## config.mk

```make
export PLATFORM = sky130hd
export DESIGN_NAME = decode_stage
export DESIGN_NICKNAME = d
export VERILOG_FILES = /design/src/hdl/decode_pkg.sv /design/src/hdl/imm_gen.sv /design/src/hdl/func_decode.sv /design/src/hdl/warp_ctl_decode.sv /design/src/hdl/instr_decoder.sv /design/src/hdl/decode_buf.sv /design/src/hdl/decode_stage.sv
export SDC_FILE = /design/constraint.sdc
export NUM_CORES = 1
export LEC_CHECK = 0
export BUFFER_PORTS_ARGS = -buffer_cell sky130_fd_sc_hd__buf_2
export CAP_MARGIN = 0
export CORE_AREA = 4 4 122 124
export DETAILED_ROUTE_END_ITERATION = 6
export DIE_AREA = 0 0 126 128
export GPL_TIMING_DRIVEN = 0
export PLACE_DENSITY_LB_ADDON = 0.3
export SLEW_MARGIN = 20
export SYNTH_ARGS = -nofsm -noshare
export SYNTH_HDL_FRONTEND = slang
export SYNTH_SLANG_ARGS = --single-unit
```

## constraint.sdc

```tcl
create_clock -name clk -period 4.47 [get_ports clk]
set_input_delay 0.894 -clock clk [delete_from_list [all_inputs] [get_ports clk]]
set_output_delay 0.894 -clock clk [all_outputs]
set_load 0.05 [all_outputs]
```

## src/hdl/decode_pkg.sv

```systemverilog
/* Decode stage shared types */
package decode_pkg;

    localparam int INSTR_W     = 32;
    localparam int PC_W        = 32;
    localparam int UUID_W      = 16;
    localparam int NW_W        = 2;  // Four warps
    localparam int NUM_THREADS = 4;
    localparam int REG_W       = 5;
    localparam int IMM_W       = 32;

    // Major opcodes
    localparam logic [6:0] OPC_I     = 7'b0010011;
    localparam logic [6:0] OPC_R     = 7'b0110011;
    localparam logic [6:0] OPC_LUI   = 7'b0110111;
    localparam logic [6:0] OPC_AUIPC = 7'b0010111;
    localparam logic [6:0] OPC_JAL   = 7'b1101111;
    localparam logic [6:0] OPC_JALR  = 7'b1100111;
    localparam logic [6:0] OPC_B     = 7'b1100011;
    localparam logic [6:0] OPC_L     = 7'b0000011;
    localparam logic [6:0] OPC_S     = 7'b0100011;
    localparam logic [6:0] OPC_FENCE = 7'b0001111;
    localparam logic [6:0] OPC_SYS   = 7'b1110011;
    localparam logic [6:0] OPC_EXT1  = 7'b0001011;  // Warp control, custom-0

    localparam logic [6:0] F7_MULDIV = 7'h01;

    typedef enum logic [1:0] {
        EX_NONE = 2'd0,
        EX_ALU  = 2'd1,
        EX_LSU  = 2'd2,
        EX_SFU  = 2'd3
    } ex_type_e;

    typedef logic [3:0] op_type_t;

    localparam op_type_t ALU_ADD   = 4'd0;
    localparam op_type_t ALU_SUB   = 4'd1;
    localparam op_type_t ALU_SLL   = 4'd2;
    localparam op_type_t ALU_SLT   = 4'd3;
    localparam op_type_t ALU_SLTU  = 4'd4;
    localparam op_type_t ALU_XOR   = 4'd5;
    localparam op_type_t ALU_SRL   = 4'd6;
    localparam op_type_t ALU_SRA   = 4'd7;
    localparam op_type_t ALU_OR    = 4'd8;
    localparam op_type_t ALU_AND   = 4'd9;
    localparam op_type_t ALU_LUI   = 4'd10;
    localparam op_type_t ALU_AUIPC = 4'd11;

    localparam op_type_t BR_EQ     = 4'd0;
    localparam op_type_t BR_NE     = 4'd1;
    localparam op_type_t BR_LT     = 4'd4;
    localparam op_type_t BR_GE     = 4'd5;
    localparam op_type_t BR_LTU    = 4'd6;
    localparam op_type_t BR_GEU    = 4'd7;
    localparam op_type_t BR_JAL    = 4'd8;
    localparam op_type_t BR_JALR   = 4'd9;
    localparam op_type_t BR_ECALL  = 4'd10;
    localparam op_type_t BR_EBREAK = 4'd11;
    localparam op_type_t BR_URET   = 4'd12;
    localparam op_type_t BR_SRET   = 4'd13;
    localparam op_type_t BR_MRET   = 4'd14;

    localparam op_type_t LSU_FENCE = 4'd15;

    localparam op_type_t SFU_TMC    = 4'd0;
    localparam op_type_t SFU_WSPAWN = 4'd1;
    localparam op_type_t SFU_SPLIT  = 4'd2;
    localparam op_type_t SFU_JOIN   = 4'd3;
    localparam op_type_t SFU_BAR    = 4'd4;
    localparam op_type_t SFU_PRED   = 4'd5;
    localparam op_type_t SFU_CSRRW  = 4'd8;
    localparam op_type_t SFU_CSRRS  = 4'd9;
    localparam op_type_t SFU_CSRRC  = 4'd10;

    typedef enum logic [1:0] {
        ALU_ARITH  = 2'd0,
        ALU_BRANCH = 2'd1,
        ALU_MULDIV = 2'd2
    } alu_xtype_e;

    // Argument views, all 36 bits wide
    typedef struct packed {
        alu_xtype_e       xtype;
        logic             use_pc;
        logic             use_imm;
        logic [IMM_W-1:0] imm;
    } alu_args_t;

    typedef struct packed {
        logic [22:0] pad;
        logic        is_store;
        logic [11:0] offset;
    } lsu_args_t;

    typedef struct packed {
        logic [17:0] pad;
        logic [11:0] addr;
        logic        use_imm;
        logic [4:0]  imm;
    } csr_args_t;

    typedef struct packed {
        logic [34:0] pad;
        logic        is_neg;
    } wctl_args_t;

    typedef union packed {
        alu_args_t  alu;
        lsu_args_t  lsu;
        csr_args_t  csr;
        wctl_args_t wctl;
    } op_args_t;

    typedef struct packed {
        logic [UUID_W-1:0]      uuid;
        logic [NW_W-1:0]        wid;
        logic [NUM_THREADS-1:0] tmask;
        logic [PC_W-1:0]        pc;
        logic [INSTR_W-1:0]     instr;
    } fetch_t;

    typedef struct packed {
        logic [UUID_W-1:0]      uuid;
        logic [NW_W-1:0]        wid;
        logic [NUM_THREADS-1:0] tmask;
        logic [PC_W-1:0]        pc;
        ex_type_e               ex_type;
        op_type_t               op_type;
        op_args_t               op_args;
        logic                   wb;
        logic [REG_W-1:0]       rd;
        logic [REG_W-1:0]       rs1;
        logic [REG_W-1:0]       rs2;
    } decode_t;

    typedef struct packed {
        logic [IMM_W-1:0] i_imm;
        logic [IMM_W-1:0] s_imm;
        logic [IMM_W-1:0] b_imm;
        logic [IMM_W-1:0] u_imm;
        logic [IMM_W-1:0] j_imm;
    } imm_set_t;

endpackage

```

## src/hdl/imm_gen.sv

```systemverilog
/* Immediate generator */
module imm_gen (
    input  logic [decode_pkg::INSTR_W-1:0] instr,
    output decode_pkg::imm_set_t           imms
);

    logic [2:0] func3;
    logic       is_shift;

    assign func3    = instr[14:12];
    assign is_shift = (func3 == 3'd1) || (func3 == 3'd5);  // SLLI, SRLI, SRAI

    always_comb begin
        if (is_shift) begin
            imms.i_imm = {{(decode_pkg::IMM_W-5){1'b0}}, instr[24:20]};
        end else begin
            imms.i_imm = {{(decode_pkg::IMM_W-12){instr[31]}}, instr[31:20]};
        end
        imms.s_imm = {{(decode_pkg::IMM_W-12){instr[31]}}, instr[31:25], instr[11:7]};
        imms.b_imm = {{(decode_pkg::IMM_W-13){instr[31]}}, instr[31], instr[7],
                      instr[30:25], instr[11:8], 1'b0};
        // Upper 20 bits, low 12 cleared
        imms.u_imm = {{(decode_pkg::IMM_W-31){instr[31]}}, instr[30:12], 12'b0};
        imms.j_imm = {{(decode_pkg::IMM_W-21){instr[31]}}, instr[31], instr[19:12],
                      instr[20], instr[30:21], 1'b0};
    end

endmodule

```

## src/hdl/func_decode.sv

```systemverilog
/* Function field decode */
module func_decode (
    input  logic [decode_pkg::INSTR_W-1:0] instr,
    output decode_pkg::op_type_t           alu_op,
    output decode_pkg::op_type_t           br_op,
    output decode_pkg::op_type_t           sys_op,
    output decode_pkg::op_type_t           md_op
);

    logic [2:0]  func3;
    logic        f7_b5;
    logic        is_reg;
    logic [11:0] sys_field;

    assign func3     = instr[14:12];
    assign f7_b5     = instr[30];
    assign is_reg    = instr[5];  // Set for OPC_R, clear for OPC_I
    assign sys_field = instr[31:20];

    always_comb begin
        case (func3)
            3'd0:    alu_op = (is_reg && f7_b5) ? decode_pkg::ALU_SUB : decode_pkg::ALU_ADD;
            3'd1:    alu_op = decode_pkg::ALU_SLL;
            3'd2:    alu_op = decode_pkg::ALU_SLT;
            3'd3:    alu_op = decode_pkg::ALU_SLTU;
            3'd4:    alu_op = decode_pkg::ALU_XOR;
            3'd5:    alu_op = f7_b5 ? decode_pkg::ALU_SRA : decode_pkg::ALU_SRL;
            3'd6:    alu_op = decode_pkg::ALU_OR;
            default: alu_op = decode_pkg::ALU_AND;
        endcase
    end

    always_comb begin
        case (func3)
            3'd1:    br_op = decode_pkg::BR_NE;
            3'd4:    br_op = decode_pkg::BR_LT;
            3'd5:    br_op = decode_pkg::BR_GE;
            3'd6:    br_op = decode_pkg::BR_LTU;
            3'd7:    br_op = decode_pkg::BR_GEU;
            default: br_op = decode_pkg::BR_EQ;  // 2 and 3 are reserved
        endcase
    end

    always_comb begin
        case (sys_field)
            12'h001: sys_op = decode_pkg::BR_EBREAK;
            12'h002: sys_op = decode_pkg::BR_URET;
            12'h102: sys_op = decode_pkg::BR_SRET;
            12'h302: sys_op = decode_pkg::BR_MRET;
            default: sys_op = decode_pkg::BR_ECALL;
        endcase
    end

    // MUL through REMU in func3 order
    assign md_op = {1'b0, func3};

endmodule

```

## src/hdl/warp_ctl_decode.sv

```systemverilog
/* Warp control decode */
module warp_ctl_decode (
    input  logic [decode_pkg::INSTR_W-1:0] instr,
    output logic                           valid_op,
    output decode_pkg::op_type_t           op,
    output logic                           use_rd,
    output logic                           use_rs1,
    output logic                           use_rs2,
    output logic                           is_neg
);

    logic [2:0] func3;
    logic [6:0] func7;

    assign func3 = instr[14:12];
    assign func7 = instr[31:25];

    always_comb begin
        valid_op = (func7 == 7'h00) && (func3 <= 3'd5);
        op       = {1'b0, func3};  // TMC..PRED follow func3
        use_rd   = 1'b0;
        use_rs1  = valid_op;       // Every warp op reads rs1
        use_rs2  = 1'b0;
        is_neg   = 1'b0;
        if (valid_op) begin
            case (func3)
                3'd1, 3'd4: begin  // WSPAWN, BAR
                    use_rs2 = 1'b1;
                end
                3'd2: begin
                    use_rd = 1'b1;
                    is_neg = instr[20];
                end
                3'd5: begin
                    use_rs2 = 1'b1;
                    is_neg  = instr[7];
                end
                default: ;
            endcase
        end
    end

endmodule

```

## src/hdl/instr_decoder.sv

```systemverilog
/* Instruction decoder */
module instr_decoder (
    input  decode_pkg::fetch_t  fetch,
    output decode_pkg::decode_t dec,
    output logic                wstall
);

    logic [6:0]                  opcode;
    logic [2:0]                  func3;
    logic [6:0]                  func7;
    logic [decode_pkg::REG_W-1:0] rd_f;
    logic [decode_pkg::REG_W-1:0] rs1_f;
    logic [decode_pkg::REG_W-1:0] rs2_f;

    decode_pkg::imm_set_t  imms;
    decode_pkg::op_type_t  alu_op;
    decode_pkg::op_type_t  br_op;
    decode_pkg::op_type_t  sys_op;
    decode_pkg::op_type_t  md_op;
    logic                  wctl_valid;
    decode_pkg::op_type_t  wctl_op;
    logic                  wctl_rd;
    logic                  wctl_rs1;
    logic                  wctl_rs2;
    logic                  wctl_neg;

    decode_pkg::ex_type_e ex_type;
    decode_pkg::op_type_t op_type;
    decode_pkg::op_args_t op_args;
    logic                 use_rd;
    logic                 use_rs1;
    logic                 use_rs2;

    assign opcode = fetch.instr[6:0];
    assign func3  = fetch.instr[14:12];
    assign func7  = fetch.instr[31:25];
    assign rd_f   = fetch.instr[11:7];
    assign rs1_f  = fetch.instr[19:15];
    assign rs2_f  = fetch.instr[24:20];

    imm_gen u_imm_gen (
        .instr (fetch.instr),
        .imms  (imms)
    );

    func_decode u_func_decode (
        .instr  (fetch.instr),
        .alu_op (alu_op),
        .br_op  (br_op),
        .sys_op (sys_op),
        .md_op  (md_op)
    );

    warp_ctl_decode u_warp_ctl_decode (
        .instr    (fetch.instr),
        .valid_op (wctl_valid),
        .op       (wctl_op),
        .use_rd   (wctl_rd),
        .use_rs1  (wctl_rs1),
        .use_rs2  (wctl_rs2),
        .is_neg   (wctl_neg)
    );

    always_comb begin
        ex_type = decode_pkg::EX_NONE;
        op_type = '0;
        op_args = '0;
        use_rd  = 1'b0;
        use_rs1 = 1'b0;
        use_rs2 = 1'b0;
        wstall  = 1'b0;
        case (opcode)
            decode_pkg::OPC_I, decode_pkg::OPC_R: begin
                ex_type = decode_pkg::EX_ALU;
                op_type = alu_op;
                op_args.alu.xtype = decode_pkg::ALU_ARITH;
                use_rd  = 1'b1;
                use_rs1 = 1'b1;
                if (opcode == decode_pkg::OPC_I) begin
                    op_args.alu.use_imm = 1'b1;
                    op_args.alu.imm     = imms.i_imm;
                end else begin
                    use_rs2 = 1'b1;
                    if (func7 == decode_pkg::F7_MULDIV) begin
                        op_type = md_op;
                        op_args.alu.xtype = decode_pkg::ALU_MULDIV;
                    end
                end
            end
            decode_pkg::OPC_LUI, decode_pkg::OPC_AUIPC: begin
                ex_type = decode_pkg::EX_ALU;
                op_type = opcode[5] ? decode_pkg::ALU_LUI : decode_pkg::ALU_AUIPC;
                op_args.alu.xtype   = decode_pkg::ALU_ARITH;
                op_args.alu.use_pc  = ~opcode[5];
                op_args.alu.use_imm = 1'b1;
                op_args.alu.imm     = imms.u_imm;
                use_rd = 1'b1;
            end
            decode_pkg::OPC_JAL, decode_pkg::OPC_JALR, decode_pkg::OPC_B: begin
                ex_type = decode_pkg::EX_ALU;
                op_args.alu.xtype   = decode_pkg::ALU_BRANCH;
                op_args.alu.use_imm = 1'b1;
                wstall = 1'b1;
                if (opcode == decode_pkg::OPC_JAL) begin
                    op_type = decode_pkg::BR_JAL;
                    op_args.alu.use_pc = 1'b1;
                    op_args.alu.imm    = imms.j_imm;
                    use_rd = 1'b1;
                end else if (opcode == decode_pkg::OPC_JALR) begin
                    op_type = decode_pkg::BR_JALR;
                    op_args.alu.imm = imms.i_imm;
                    use_rd  = 1'b1;
                    use_rs1 = 1'b1;
                end else begin
                    op_type = br_op;
                    op_args.alu.use_pc = 1'b1;
                    op_args.alu.imm    = imms.b_imm;
                    use_rs1 = 1'b1;
                    use_rs2 = 1'b1;
                end
            end
            decode_pkg::OPC_L: begin
                ex_type = decode_pkg::EX_LSU;
                op_type = {1'b0, func3};
                op_args.lsu.offset = fetch.instr[31:20];
                use_rd  = 1'b1;
                use_rs1 = 1'b1;
            end
            decode_pkg::OPC_S: begin
                ex_type = decode_pkg::EX_LSU;
                op_type = {1'b1, func3};
                op_args.lsu.is_store = 1'b1;
                op_args.lsu.offset   = imms.s_imm[11:0];
                use_rs1 = 1'b1;
                use_rs2 = 1'b1;
            end
            decode_pkg::OPC_FENCE: begin
                ex_type = decode_pkg::EX_LSU;
                op_type = decode_pkg::LSU_FENCE;
            end
            decode_pkg::OPC_SYS: begin
                use_rd = 1'b1;
                if (func3[1:0] != 2'd0) begin
                    // CSRRW/S/C map to 8, 9, 10
                    ex_type = decode_pkg::EX_SFU;
                    op_type = {2'b10, 2'(func3[1:0] - 2'd1)};
                    op_args.csr.addr    = fetch.instr[31:20];
                    op_args.csr.use_imm = func3[2];
                    op_args.csr.imm     = rs1_f;
                    use_rs1 = ~func3[2];
                end else begin
                    ex_type = decode_pkg::EX_ALU;
                    op_type = sys_op;
                    op_args.alu.xtype   = decode_pkg::ALU_BRANCH;
                    op_args.alu.use_pc  = 1'b1;
                    op_args.alu.use_imm = 1'b1;
                    op_args.alu.imm     = decode_pkg::IMM_W'(4);  // Return address offset
                    wstall = 1'b1;
                end
            end
            decode_pkg::OPC_EXT1: begin
                if (wctl_valid) begin
                    ex_type = decode_pkg::EX_SFU;
                    op_type = wctl_op;
                    op_args.wctl.is_neg = wctl_neg;
                    use_rd  = wctl_rd;
                    use_rs1 = wctl_rs1;
                    use_rs2 = wctl_rs2;
                    wstall  = 1'b1;
                end
            end
            default: ;
        endcase
    end

    assign dec = '{
        uuid:    fetch.uuid,
        wid:     fetch.wid,
        tmask:   fetch.tmask,
        pc:      fetch.pc,
        ex_type: ex_type,
        op_type: op_type,
        op_args: op_args,
        wb:      use_rd && (rd_f != '0),  // x0 is never written
        rd:      use_rd ? rd_f : '0,
        rs1:     use_rs1 ? rs1_f : '0,
        rs2:     use_rs2 ? rs2_f : '0
    };

endmodule

```

## src/hdl/decode_buf.sv

```systemverilog
/* Decode output buffer */
module decode_buf (
    input  logic                clk,
    input  logic                rst,
    input  logic                in_valid,
    output logic                in_ready,
    input  decode_pkg::decode_t in_data,
    output logic                out_valid,
    input  logic                out_ready,
    output decode_pkg::decode_t out_data
);

    // Take a new entry whenever the current one leaves or the slot is empty
    assign in_ready = ~out_valid || out_ready;

    always_ff @(posedge clk) begin
        if (rst) begin
            out_valid <= 1'b0;
        end else if (in_ready) begin
            out_valid <= in_valid;
        end
    end

    always_ff @(posedge clk) begin
        if (in_valid && in_ready) begin
            out_data <= in_data;
        end
    end

endmodule

```

## src/hdl/decode_stage.sv

```systemverilog
/* GPU decode stage */
module decode_stage (
    input  logic                        clk,
    input  logic                        rst,
    input  logic                        fetch_valid,
    output logic                        fetch_ready,
    input  decode_pkg::fetch_t          fetch_data,
    output logic                        decode_valid,
    input  logic                        decode_ready,
    output decode_pkg::decode_t         decode_data,
    output logic                        sched_valid,
    output logic [decode_pkg::NW_W-1:0] sched_wid,
    output logic                        sched_unlock
);

    decode_pkg::decode_t dec;
    logic                wstall;

    instr_decoder u_instr_decoder (
        .fetch  (fetch_data),
        .dec    (dec),
        .wstall (wstall)
    );

    decode_buf u_decode_buf (
        .clk       (clk),
        .rst       (rst),
        .in_valid  (fetch_valid),
        .in_ready  (fetch_ready),
        .in_data   (dec),
        .out_valid (decode_valid),
        .out_ready (decode_ready),
        .out_data  (decode_data)
    );

    // Scheduler hears about each accepted warp in the same cycle
    assign sched_valid  = fetch_valid && fetch_ready;
    assign sched_wid    = fetch_data.wid;
    assign sched_unlock = ~wstall;

endmodule

```

Yosys cells after proc, flatten, opt, wreduce, memory -nomap -nowiden
Index checks and enable logic that the tools add are counted.
W data, S select, Z words.
- bits in registers: 113
- input port bits: 90
- output and inout port bits: 118
- logic and storage cells: 110
- $add $sub $neg: 1
- order comparisons: 1
- equality and inequality tests: 24
- muxes and demuxes: 50
- bitwise logic cells: 4
- reduce and logical (&&, ||, !) cells: 18
- operators by type and width (cell ; count):
    $mux W32 ; 3
    $pmux W20 S4 ; 1
    $pmux W11 S5 ; 1
    $mux W33 ; 1
    $pmux W4 S8 ; 1
    $eq A7 B7 Y1 const B ; 4
    $pmux W4 S7 ; 1
    $eq A7 B6 Y1 const B ; 3
    $mux W1 ; 18
    $mux W18 ; 1
    $mux W17 ; 1
    $mux W4 ; 4
    $pmux W3 S5 ; 1
    $eq A7 B4 Y1 const B ; 2
    $eq A7 B5 Y1 const B ; 2
    $eq A12 B1 Y1 const B ; 1
    $eq A12 B10 Y1 const B ; 1
    $eq A12 B2 Y1 const B ; 1
    $eq A12 B9 Y1 const B ; 1
    $eq A3 B3 Y1 const B ; 4
    $pmux W3 S4 ; 1
    $pmux W1 S3 ; 3
    $reduce_or A3 Y1 ; 3
    $mux W2 ; 4
    other kinds (24) ; 35

Longest topological paths before layout
Gate-level depths: netlist (run 1).
- depth in word-level cells: 6
- depth in mapped cells: 7
- gate-level depth less buffers: 5

Cells and area by module
Synthesis (run 1) repeated with hierarchy kept, for this count alone.
- cells, all modules: 650
- area total of the unflattened synthesis: 7244.4 um2
- modules (own cells, without submodules) (module ; instances ; cells an instance ; area each (um2) ; sequential area each (um2)):
    decode_buf ; 1 ; 117 ; 3418.3 ; 3383.2
    instr_decoder ; 1 ; 321 ; 2237.1 ; 0.0
    imm_gen ; 1 ; 162 ; 1212.4 ; 0.0
    func_decode ; 1 ; 29 ; 202.7 ; 0.0
    warp_ctl_decode ; 1 ; 17 ; 148.9 ; 0.0
    decode_stage ; 1 ; 4 ; 25.0 ; 0.0

Worst setup path after synthesis (run 1)
OpenSTA, ideal clock, no wires.
- kind: input-to-output
- start: input port decode_ready
- end: output port sched_valid
- arrival: 4.344 ns
- data required time: 3.576 ns
- path slack: -0.768 ns
- cell stages on the path: 2
- path buffers: 0
- path through: nand2b_1 -> and2_1
- word-level cells in the longest chain between the ends: 2
- RTL lines (item ; RTL line ; RTL):
    start, declared ; decode_stage.sv:9 ; input logic decode_ready,
    $logic_or A1 B1 Y1 ; decode_buf.sv:14 ; assign in_ready = ~out_valid || out_ready;
    $logic_and A1 B1 Y1 ; decode_stage.sv:37 ; assign sched_valid = fetch_valid && fetch_ready;
    end, declared ; decode_stage.sv:11 ; output logic sched_valid,
No other way between the ends.

Worst setup path after layout (run 1)
- start: input port fetch_data[2] (netlist name)
- end: output port sched_unlock
- word-level cells in the longest chain between the ends: 4
- elaborated cells on any way between the ends: 8
- classes of those cells: 5 x eq/ne; 1 x mux; 1 x bitwise; 1 x reduce/logical
- RTL lines (item ; RTL line ; RTL):
    start, declared ; decode_stage.sv:7 ; input decode_pkg::fetch_t fetch_data,
    $eq A7 B7 Y1 ; instr_decoder.sv:72 ; case (opcode)
    $reduce_or A3 Y1 ; instr_decoder.sv:72 ;
    $pmux W1 S3 * ; instr_decoder.sv:72 ;
    $not A1 Y1 * ; decode_stage.sv:39 ; assign sched_unlock = ~wstall;
    end, declared ; decode_stage.sv:13 ; output logic sched_unlock
Mark *: on every way between the ends. The rest lies on a longest branch, timed or not.

==> flow_metrics.env, run 1 <==
export IMPL_p_total_mw=3.14
export IMPL_clock_root_buffer="clkbuf_16"
export IMPL_fmax_mhz=298
export IMPL_synth_top_area_share=0.705
export IMPL_drt_wl_total_um=15400
export IMPL_ys_async_sr_fraction=0
export IMPL_critPathLaunchType="input pin"
export IMPL_yosysMostFrequentCell="edfxtp_1"
export IMPL_tightest_slew_ps=766
export IMPL_clock_path_buffers=2
export IMPL_synthDistinctLibCells=59
export IMPL_cts_resized=0
export IMPL_grt_max_degree=62
export IMPL_first_pass_iters=5
export IMPL_dp_hpwl_um=11500
export IMPL_fin_crit_sh=0.750
export IMPL_vias=3881
export IMPL_cp_max_fo=10
export IMPL_dieArea_um2=16100
export IMPL_ys_warn_count=0
export IMPL_synth_edf_count=112
export IMPL_numCtsBuffers=17
export IMPL_rows=43
export IMPL_ys_flop_type="edfxtp_1"
export IMPL_seq_area_frac_synth=0.710
export IMPL_cts_setup_buffers=0
export IMPL_hold_depth=2
export IMPL_io_pins=208
export IMPL_cp_arrival_ps=2460
export IMPL_grt_pass1_wl_um=23000
export IMPL_synth_area_leader_cell="edfxtp_1"
export IMPL_grt_ovfl_total=0
export IMPL_io_buffers=205
export IMPL_rsz0062_at_grt="false"
export IMPL_synthTopCellsByCount="edfxtp_1, nor2_1, nor2b_1"
export IMPL_grt_total_usage=0.188
export IMPL_crit_required_ps=3580
export IMPL_cts_num_sinks=113
export IMPL_p_leak_nw=2.89
export IMPL_synth_fp_nets=420
export IMPL_relSlewSlack=0.489
export IMPL_start_util=0.346
export IMPL_netlist_instances=330
export IMPL_netlist_area_um2=4770
export IMPL_drive_gt1_frac=0.461
export IMPL_cts_tree="yes"
export IMPL_drc_errors=0
export IMPL_antennaDiodeCount=0
export IMPL_setup_violations=0
export IMPL_maxCapViolCount=0
export IMPL_syn_to_final_growth_pct=40.3
export IMPL_core_area_um2=13800
export IMPL_reg2regPathDepth=3
export IMPL_syn_avg_cell_area_um2=14.4
export IMPL_via_per_inst=5.19
export IMPL_ctsHtreeMaxLevel=4
export IMPL_hold_class="register to register"
export IMPL_clock_latency_ps=410
export IMPL_endpoint_kind="output port"
export IMPL_die_y_um=128
export IMPL_ant_nets=0
export IMPL_gp_congestion=0.886
export IMPL_wl_per_cell_um=20.5
export IMPL_antenna_found_initial=0
export IMPL_hold_violations=0
export IMPL_synth_seq_cells=113
export IMPL_synthTopCellsByArea="edfxtp_1, a21o_1, nor2b_1"
export IMPL_clock_skew_ps=7.06
export IMPL_final_nets=645
export IMPL_drtIter0Drc=372
export IMPL_fill_cells=1287
export IMPL_peakVddDrop_mv=0.271
export IMPL_outcome="complete, no violations"
export IMPL_hold_buffers=0
export IMPL_dieWidth_um=126
export IMPL_layout_min_cycle_time_ps=3350
export IMPL_tns_ps=0
export IMPL_whs_ps=542
export IMPL_grt_pass1_vias=3894
export IMPL_path_clk_slew_ps=60
export IMPL_path_class="input pin to output port"
export IMPL_p_per_area_nw_per_um2=470
export IMPL_drv_slew=0
sequential cells by signal, summed over array words and instances, names as in the netlist:
name / cells
u_decode_buf.out_valid: 1
u_decode_buf.out_data: 112
placed cells by master, fill, tap and decap left out, types with 4 or more instances in the layout:
cell / instances
buf_2: 212
edfxtp_1: 112
nor2_1: 19
clkbuf_16: 17
nor2b_1: 16
nand2_1: 15
a21o_1: 14
o21ai_0: 10
clkbuf_1: 9
nand3_1: 8
inv_1: 8
a21oi_1: 8
a22o_1: 6
and2_1: 6
a22oi_1: 5
a221o_1: 5
or2_2: 4
nand2b_1: 4
a31oi_1: 4
a222oi_1: 4
nor4_1: 4
clkinv_4: 4
bufinv_16: 4
inv_6: 4
worst max-delay path, cell delays in order:
cell and delay, ps:
buf_2 130, clkbuf_1 350, buf_2 330, nor4_1 120, o21a_1 210, nor2_1 120, buf_2 280
cells by family (layout without fill, tap and decap cells):
kind of cell	count (synthesis)	count (layout)	share of synthesized area
DFF	113	113	0.710
buffers and inverters	27	265	0.0255
AOI/OAI and AO/OA	85	85	0.133
and+or+nand+nor	103	103	0.128
muxes	1	1	0.00210
xor gates and xnor gates	1	1	0.00184
per-layer routing:
layer | vias up | wire length, um | GRT usage
met5 | - | 0 | 0
met4 | 0 | 233 | 0.0555
met3 | 21 | 1420 | 0.0621
met2 | 206 | 7750 | 0.321
met1 | 1896 | 5950 | 0.228
li1 | 1758 | - | -
worst paths after layout:
kind	endpoint	slack (ps)	from
setup / recovery	sched_unlock	1120	fetch_data[2]
hold / removal	u_decode_buf.out_valid$_SDFFE_PP0N_	540	u_decode_buf.out_valid$_SDFFE_PP0N_
setup reg to reg	u_decode_buf.out_data[14]$_SDFFCE_PN0P_	2660	u_decode_buf.out_valid$_SDFFE_PP0N_
hold reg to reg	u_decode_buf.out_valid$_SDFFE_PP0N_	540	u_decode_buf.out_valid$_SDFFE_PP0N_
where the power goes:
part / switching [mW] / internal (mW)
combinational: 0.343 / 0.0992
clock: 0.494 / 0.956
sequential: 0.0150 / 1.23
total: 0.853 / 2.29
layout make-up:
| class | instances | area [um^2] | area share |
|---|---|---|---|
| buffer | 19 | 91.3 | 0.0136 |
| timing repair buffer | 206 | 1050 | 0.157 |
| multi-input combinational | 190 | 1270 | 0.189 |
| inverter | 8 | 30.0 | 0.00449 |
| clock buffer | 18 | 439 | 0.0656 |
| sequential | 113 | 3380 | 0.506 |
| clock inverter | 14 | 203 | 0.0303 |
| tap | 180 | 225 | 0.0337 |
through the flow:
| stage | worst slack [ps] | utilization | cell area [um^2] | std cells |
|---|---|---|---|---|
| finish | 1120 | 0.486 | 6690 | 748 |
| global route | 1050 | 0.486 | 6690 | 748 |
| CTS | 1150 | 0.486 | 6690 | 748 |
| detailed placement | 1160 | 0.439 | 6050 | 716 |
| global placement | 59.8 | 0.437 | 6020 | 715 |
| floorplan | 540 | - | 4770 | 330 |
(Power assumes the default switching activity.)
==> run 2, diff against run 1 <==
clock period = 3.5 ns   (was 4.47 ns; I/O delays follow)
==> flow_metrics.env, run 2 (synthesis results as in run 1) <==
export IMPL_setup_violations=0
export IMPL_drc_errors=0
export IMPL_critPathLaunchType="input pin"
export IMPL_final_cell_mix="buf_2, edfxtp_1, nor2_1"
export IMPL_clock_root_buffer="clkbuf_16"
export IMPL_wl_met1_um=5910
export IMPL_cts_setup_buffers=0
export IMPL_reg2reg_to="u_decode_buf.out_data[77]$_DFFE_PP_"
export IMPL_grt_ovfl_total=0
export IMPL_layout_commonest_cell="buf_2"
export IMPL_dp_hpwl_um=11700
export IMPL_core_area_um2=13800
export IMPL_crit_required_ps=2800
export IMPL_cp_depth=7
export IMPL_io_buffers=205
export IMPL_wl_met3_um=1460
export IMPL_max_stage_delay_ps=490
export IMPL_drt_wl_total_um=15500
export IMPL_path_clk_slew_ps=50
export IMPL_rsz0062_at_grt="false"
export IMPL_cts_tree="yes"
export IMPL_r2r_start="u_decode_buf.out_valid$_SDFFE_PP0N_"
export IMPL_grt_pass1_vias=3972
export IMPL_met2_length_um=7780
export IMPL_clock_path_buffers=2
export IMPL_finish_instance_area_um2=6610
export IMPL_clock_latency_ps=400
export IMPL_place_area_um2=6060
export IMPL_rows=43
export IMPL_p_sw_frac=0.284
export IMPL_cp_arrival_ps=2320
export IMPL_numCtsBuffers=17
export IMPL_first_pass_iters=5
export IMPL_start_util=0.346
export IMPL_power_frac_clock=0.420
export IMPL_power_switching_mw=1.06
export IMPL_peakVddDrop_mv=0.329
export IMPL_drv_slew=0
export IMPL_p_per_area_nw_per_um2=564
export IMPL_p_leak_nw=2.84
export IMPL_die_y_um=128
export IMPL_p_seq_frac=0.428
export IMPL_maxCapViolCount=0
export IMPL_grt_pass1_wl_um=23000
export IMPL_via_per_inst=5.13
export IMPL_relSlewSlack=0.467
export IMPL_regToRegSetupSlack_ps=1780
export IMPL_dieWidth_um=126
export IMPL_syn_to_final_growth_pct=38.5
export IMPL_endpoint_kind="output port"
export IMPL_cp_max_fo=10
export IMPL_fin_cells=748
export IMPL_cts_resized=0
export IMPL_p_comb_frac=0.153
export IMPL_crit_slowest_cell="a2111oi_0"
export IMPL_tightest_slew_ps=794
export IMPL_outcome="complete, no violations"
export IMPL_utilization=0.480
export IMPL_hold_end="u_decode_buf.out_valid$_SDFFE_PP0N_"
export IMPL_fin_crit_sh=0.864
export IMPL_hold_depth=2
export IMPL_antennaDiodeCount=0
export IMPL_layout_min_cycle_time_ps=3020
export IMPL_internal_power_mw=2.67
export IMPL_antenna_found_initial=0
export IMPL_critical_path_top_delay_family="simple AND/OR/NAND/NOR gates"
export IMPL_clock_skew_ps=6.65
export IMPL_dp_slack_ps=543
export IMPL_reg2regPathDepth=4
export IMPL_ant_nets=0
export IMPL_gp_congestion=0.874
export IMPL_regMostFlops="u_decode_buf.out_data"
export IMPL_drive_gt1_frac=0.460
export IMPL_vias=3838
export IMPL_holdCritStartpoint="rst"
export IMPL_wl_per_cell_um=20.7
export IMPL_io_pins=208
export IMPL_cpMostUsedCell="buf_2"
export IMPL_top_regs="u_decode_buf.out_data x112, u_decode_buf.out_valid x1"
export IMPL_tns_ps=0
export IMPL_largest_reg_flops=112
export IMPL_fmax_mhz=331
export IMPL_hold_violations=0
export IMPL_path_class="input pin to output port"
export IMPL_dieArea_um2=16100
export IMPL_hold_buffers=0
export IMPL_hold_class="input pin to register"
export IMPL_worstPathCellList="buf_2 > buf_2 > a2111oi_0 > nand4_1 > nor2_4 > nor2_1 > buf_2"
export IMPL_grt_total_usage=0.190
export IMPL_cts_num_sinks=113
export IMPL_crit_buf_inv=3
export IMPL_dp_cells=717
export IMPL_grt_max_degree=45
export IMPL_final_nets=646
export IMPL_ctsHtreeMaxLevel=4
export IMPL_drtIter0Drc=393
export IMPL_dr_max_layer_used="met4"
export IMPL_fin_ws_ps=476
==> run 2: cell types whose count changed in the layout (fill, tap and decap cells not counted), sizes merged <==
| cell | change |
|---|---|
| clkinvlp | +4 |
| buf | +1 |
| bufinv | -3 |
| clkinv | +2 |
| clkbuf | -1 |
| inv | -3 |
==> run 2: worst max path at each step <==
stage | startpoint | endpoint | slack (ps)
final | fetch_data[5] | sched_unlock | 480
after floorplan | decode_ready | sched_valid | 590
after CTS | fetch_data[2] | sched_unlock | 540
after global placement | decode_ready | sched_valid | 320
after detailed placement | fetch_data[2] | sched_unlock | 540
after global routing | fetch_data[5] | sched_unlock | 410
==> run 2: metal layers <==
layer  vias up  track usage
li1       1749            -
met5         -            0
met1      1839        0.224
met3        27       0.0688
met2       223        0.321
met4         0       0.0707
==> run 2: per-stage QoR <==
step           total power [mW]  hold slack [ps]
2_1_floorplan              2.00              769
3_3_place_gp               2.19              494
3_5_place_dp               2.19              517
4_1_cts                    3.77              433
5_1_grt                    3.87              437
6_report                   3.73              448
==> run 2: power by group through the flow <==
stage / clock network [mW] / registers (mW) / logic (mW)
2_1_floorplan: 0 / 1.89 / 0.107
3_3_place_gp: 0 / 1.62 / 0.564
3_5_place_dp: 0 / 1.62 / 0.570
4_1_cts: 1.61 / 1.60 / 0.571
5_1_grt: 1.67 / 1.60 / 0.595
6_report: 1.56 / 1.59 / 0.569
==> run 2: layout make-up <==
class / count / area [um^2]
fill: 1284 / 7170
sequential: 113 / 3380
buffer: 19 / 91.3
inverter: 8 / 30.0
multi-input combinational: 190 / 1270
clock buffer: 17 / 425
timing repair buffer: 207 / 1070
clock inverter: 14 / 118
tap: 180 / 225
==> run 3, diff against run 2 <==
--- a/config.mk
+++ b/config.mk
@@ -8,7 +8,7 @@
 export BUFFER_PORTS_ARGS = -buffer_cell sky130_fd_sc_hd__buf_2
 export CAP_MARGIN = 0
-export CORE_AREA = 4 4 122 124
+export CORE_AREA = 4 4 115 117
 export DETAILED_ROUTE_END_ITERATION = 6
-export DIE_AREA = 0 0 126 128
+export DIE_AREA = 0 0 119 121
 export GPL_TIMING_DRIVEN = 0
 export PLACE_DENSITY_LB_ADDON = 0.3
==> constraint.sdc (replaced) <==
create_clock -name clk -period 3.5 [get_ports clk]
set_input_delay 0.35 -clock clk [delete_from_list [all_inputs] [get_ports clk]]
set_output_delay 0.35 -clock clk [all_outputs]
set_load 0.05 [all_outputs]
==> flow_metrics.env, run 3 (synthesis results as in run 1) <==
export IMPL_clock_root_buffer="clkbuf_16"
export IMPL_grt_max_degree=44
export IMPL_hold_violations=0
export IMPL_tightest_slew_ps=733
export IMPL_cts_num_sinks=113
export IMPL_rsz0062_at_grt="false"
export IMPL_cts_resized=0
export IMPL_regMostFlops="u_decode_buf.out_data"
export IMPL_wl_met3_um=1290
export IMPL_cp_max_fo=10
export IMPL_rows=41
export IMPL_r2r_start="u_decode_buf.out_valid$_SDFFE_PP0N_"
export IMPL_setup_violations=0
export IMPL_grt_pass1_vias=3889
export IMPL_crit_required_ps=3150
export IMPL_syn_to_final_growth_pct=37.9
export IMPL_clock_skew_ps=5.91
export IMPL_cts_setup_buffers=0
export IMPL_antennaDiodeCount=0
export IMPL_regToRegSetupSlack_ps=1700
export IMPL_final_cell_mix="buf_2, edfxtp_1, nor2_1"
export IMPL_cp_arrival_ps=1870
export IMPL_dieArea_um2=14400
export IMPL_top_regs="u_decode_buf.out_data x112, u_decode_buf.out_valid x1"
export IMPL_die_y_um=121
export IMPL_gp_congestion=0.930
export IMPL_utilization=0.532
export IMPL_first_pass_iters=4
export IMPL_wl_per_cell_um=19.5
export IMPL_outcome="complete, no violations"
export IMPL_fin_cells=741
export IMPL_maxCapViolCount=0
export IMPL_grt_pass1_wl_um=21600
export IMPL_io_buffers=205
export IMPL_fin_crit_sh=0.634
export IMPL_p_leak_nw=2.84
export IMPL_grt_total_usage=0.197
export IMPL_peakVddDrop_mv=0.300
export IMPL_drv_slew=0
export IMPL_io_pins=208
export IMPL_path_class="input pin to output port"
export IMPL_p_total_mw=3.64
export IMPL_drt_wl_total_um=14400
export IMPL_wl_met1_um=5400
export IMPL_dieWidth_um=119
export IMPL_hold_buffers=0
export IMPL_dp_hpwl_um=11000
export IMPL_clock_path_buffers=2
export IMPL_critPathLaunchType="input pin"
export IMPL_start_util=0.386
export IMPL_endpoint_kind="output port"
export IMPL_drive_gt1_frac=0.460
export IMPL_ant_nets=0
export IMPL_fmax_mhz=451
export IMPL_clock_latency_ps=400
export IMPL_drc_errors=0
export IMPL_final_nets=646
export IMPL_ctsHtreeMaxLevel=4
export IMPL_layout_commonest_cell="buf_2"
export IMPL_core_area_um2=12400
export IMPL_relSlewSlack=0.508
export IMPL_crit_end="sched_unlock"
export IMPL_dp_cells=709
export IMPL_crit_start="fetch_data[2]"
export IMPL_largest_reg_flops=112
export IMPL_antenna_found_initial=0
export IMPL_p_per_area_nw_per_um2=554
export IMPL_cts_tree="yes"
export IMPL_tns_ps=0
export IMPL_grt_ovfl_total=0
export IMPL_reg2reg_to="u_decode_buf.out_data[11]$_SDFFCE_PN0P_"
export IMPL_via_per_inst=5.19
export IMPL_path_clk_slew_ps=50
export IMPL_hold_class="input pin to register"
export IMPL_drtIter0Drc=364
export IMPL_met2_length_um=7490
export IMPL_layout_min_cycle_time_ps=2220
export IMPL_numCtsBuffers=17
export IMPL_dr_max_layer_used="met4"
export IMPL_vias=3845
export IMPL_reg2regPathDepth=4
run 3: critical path, cell delays in order:
cell,delay (ps)
buf_2,130
clkbuf_1,360
buf_2,330
nor4_1,110
o21a_1,210
nor2_1,100
buf_2,270
run 3: through the flow:
step	setup WS, ps	cell area, um^2	hold WS [ps]
2_1_floorplan	418	4770	419
4_1_cts	1310	6580	92.4
3_5_place_dp	1300	6050	518
6_report	1280	6580	110
3_3_place_gp	189	6010	487
5_1_grt	1180	6580	99.1
run 3: final cells by class:
| class | instances | area [um^2] |
|---|---|---|
| tap | 172 | 215 |
| inverter | 8 | 30.0 |
| timing repair buffer | 207 | 1070 |
| clock inverter | 14 | 95.1 |
| buffer | 19 | 91.3 |
| multi-input combinational | 190 | 1270 |
| clock buffer | 18 | 429 |
| sequential | 113 | 3380 |
| fill | 1084 | 5790 |
run 3: power breakdown:
group | internal [mW] | switching, mW
Sequential | 1.58 | 0.0178
Clock | 0.897 | 0.585
Combinational | 0.128 | 0.436
run 3: how the worst min path moves through the flow:
stage	start	endpoint	slack, ps	depth (start not counted)
finish	rst	u_decode_buf.out_valid$_SDFFE_PP0N_	110	2
global route	rst	u_decode_buf.out_valid$_SDFFE_PP0N_	100	2
CTS	rst	u_decode_buf.out_valid$_SDFFE_PP0N_	90	2
detailed placement	rst	u_decode_buf.out_valid$_SDFFE_PP0N_	520	2
global placement	u_decode_buf.out_valid$_SDFFE_PP0N_	u_decode_buf.out_valid$_SDFFE_PP0N_	490	2
floorplan	rst	u_decode_buf.out_valid$_SDFFE_PP0N_	420	1
run 3: routing by layer:
metal | vias to the layer above | global-route usage
li1 | 1759 | -
met1 | 1855 | 0.224
met2 | 206 | 0.355
met3 | 25 | 0.0625
met4 | 0 | 0.0601
met5 | - | 0
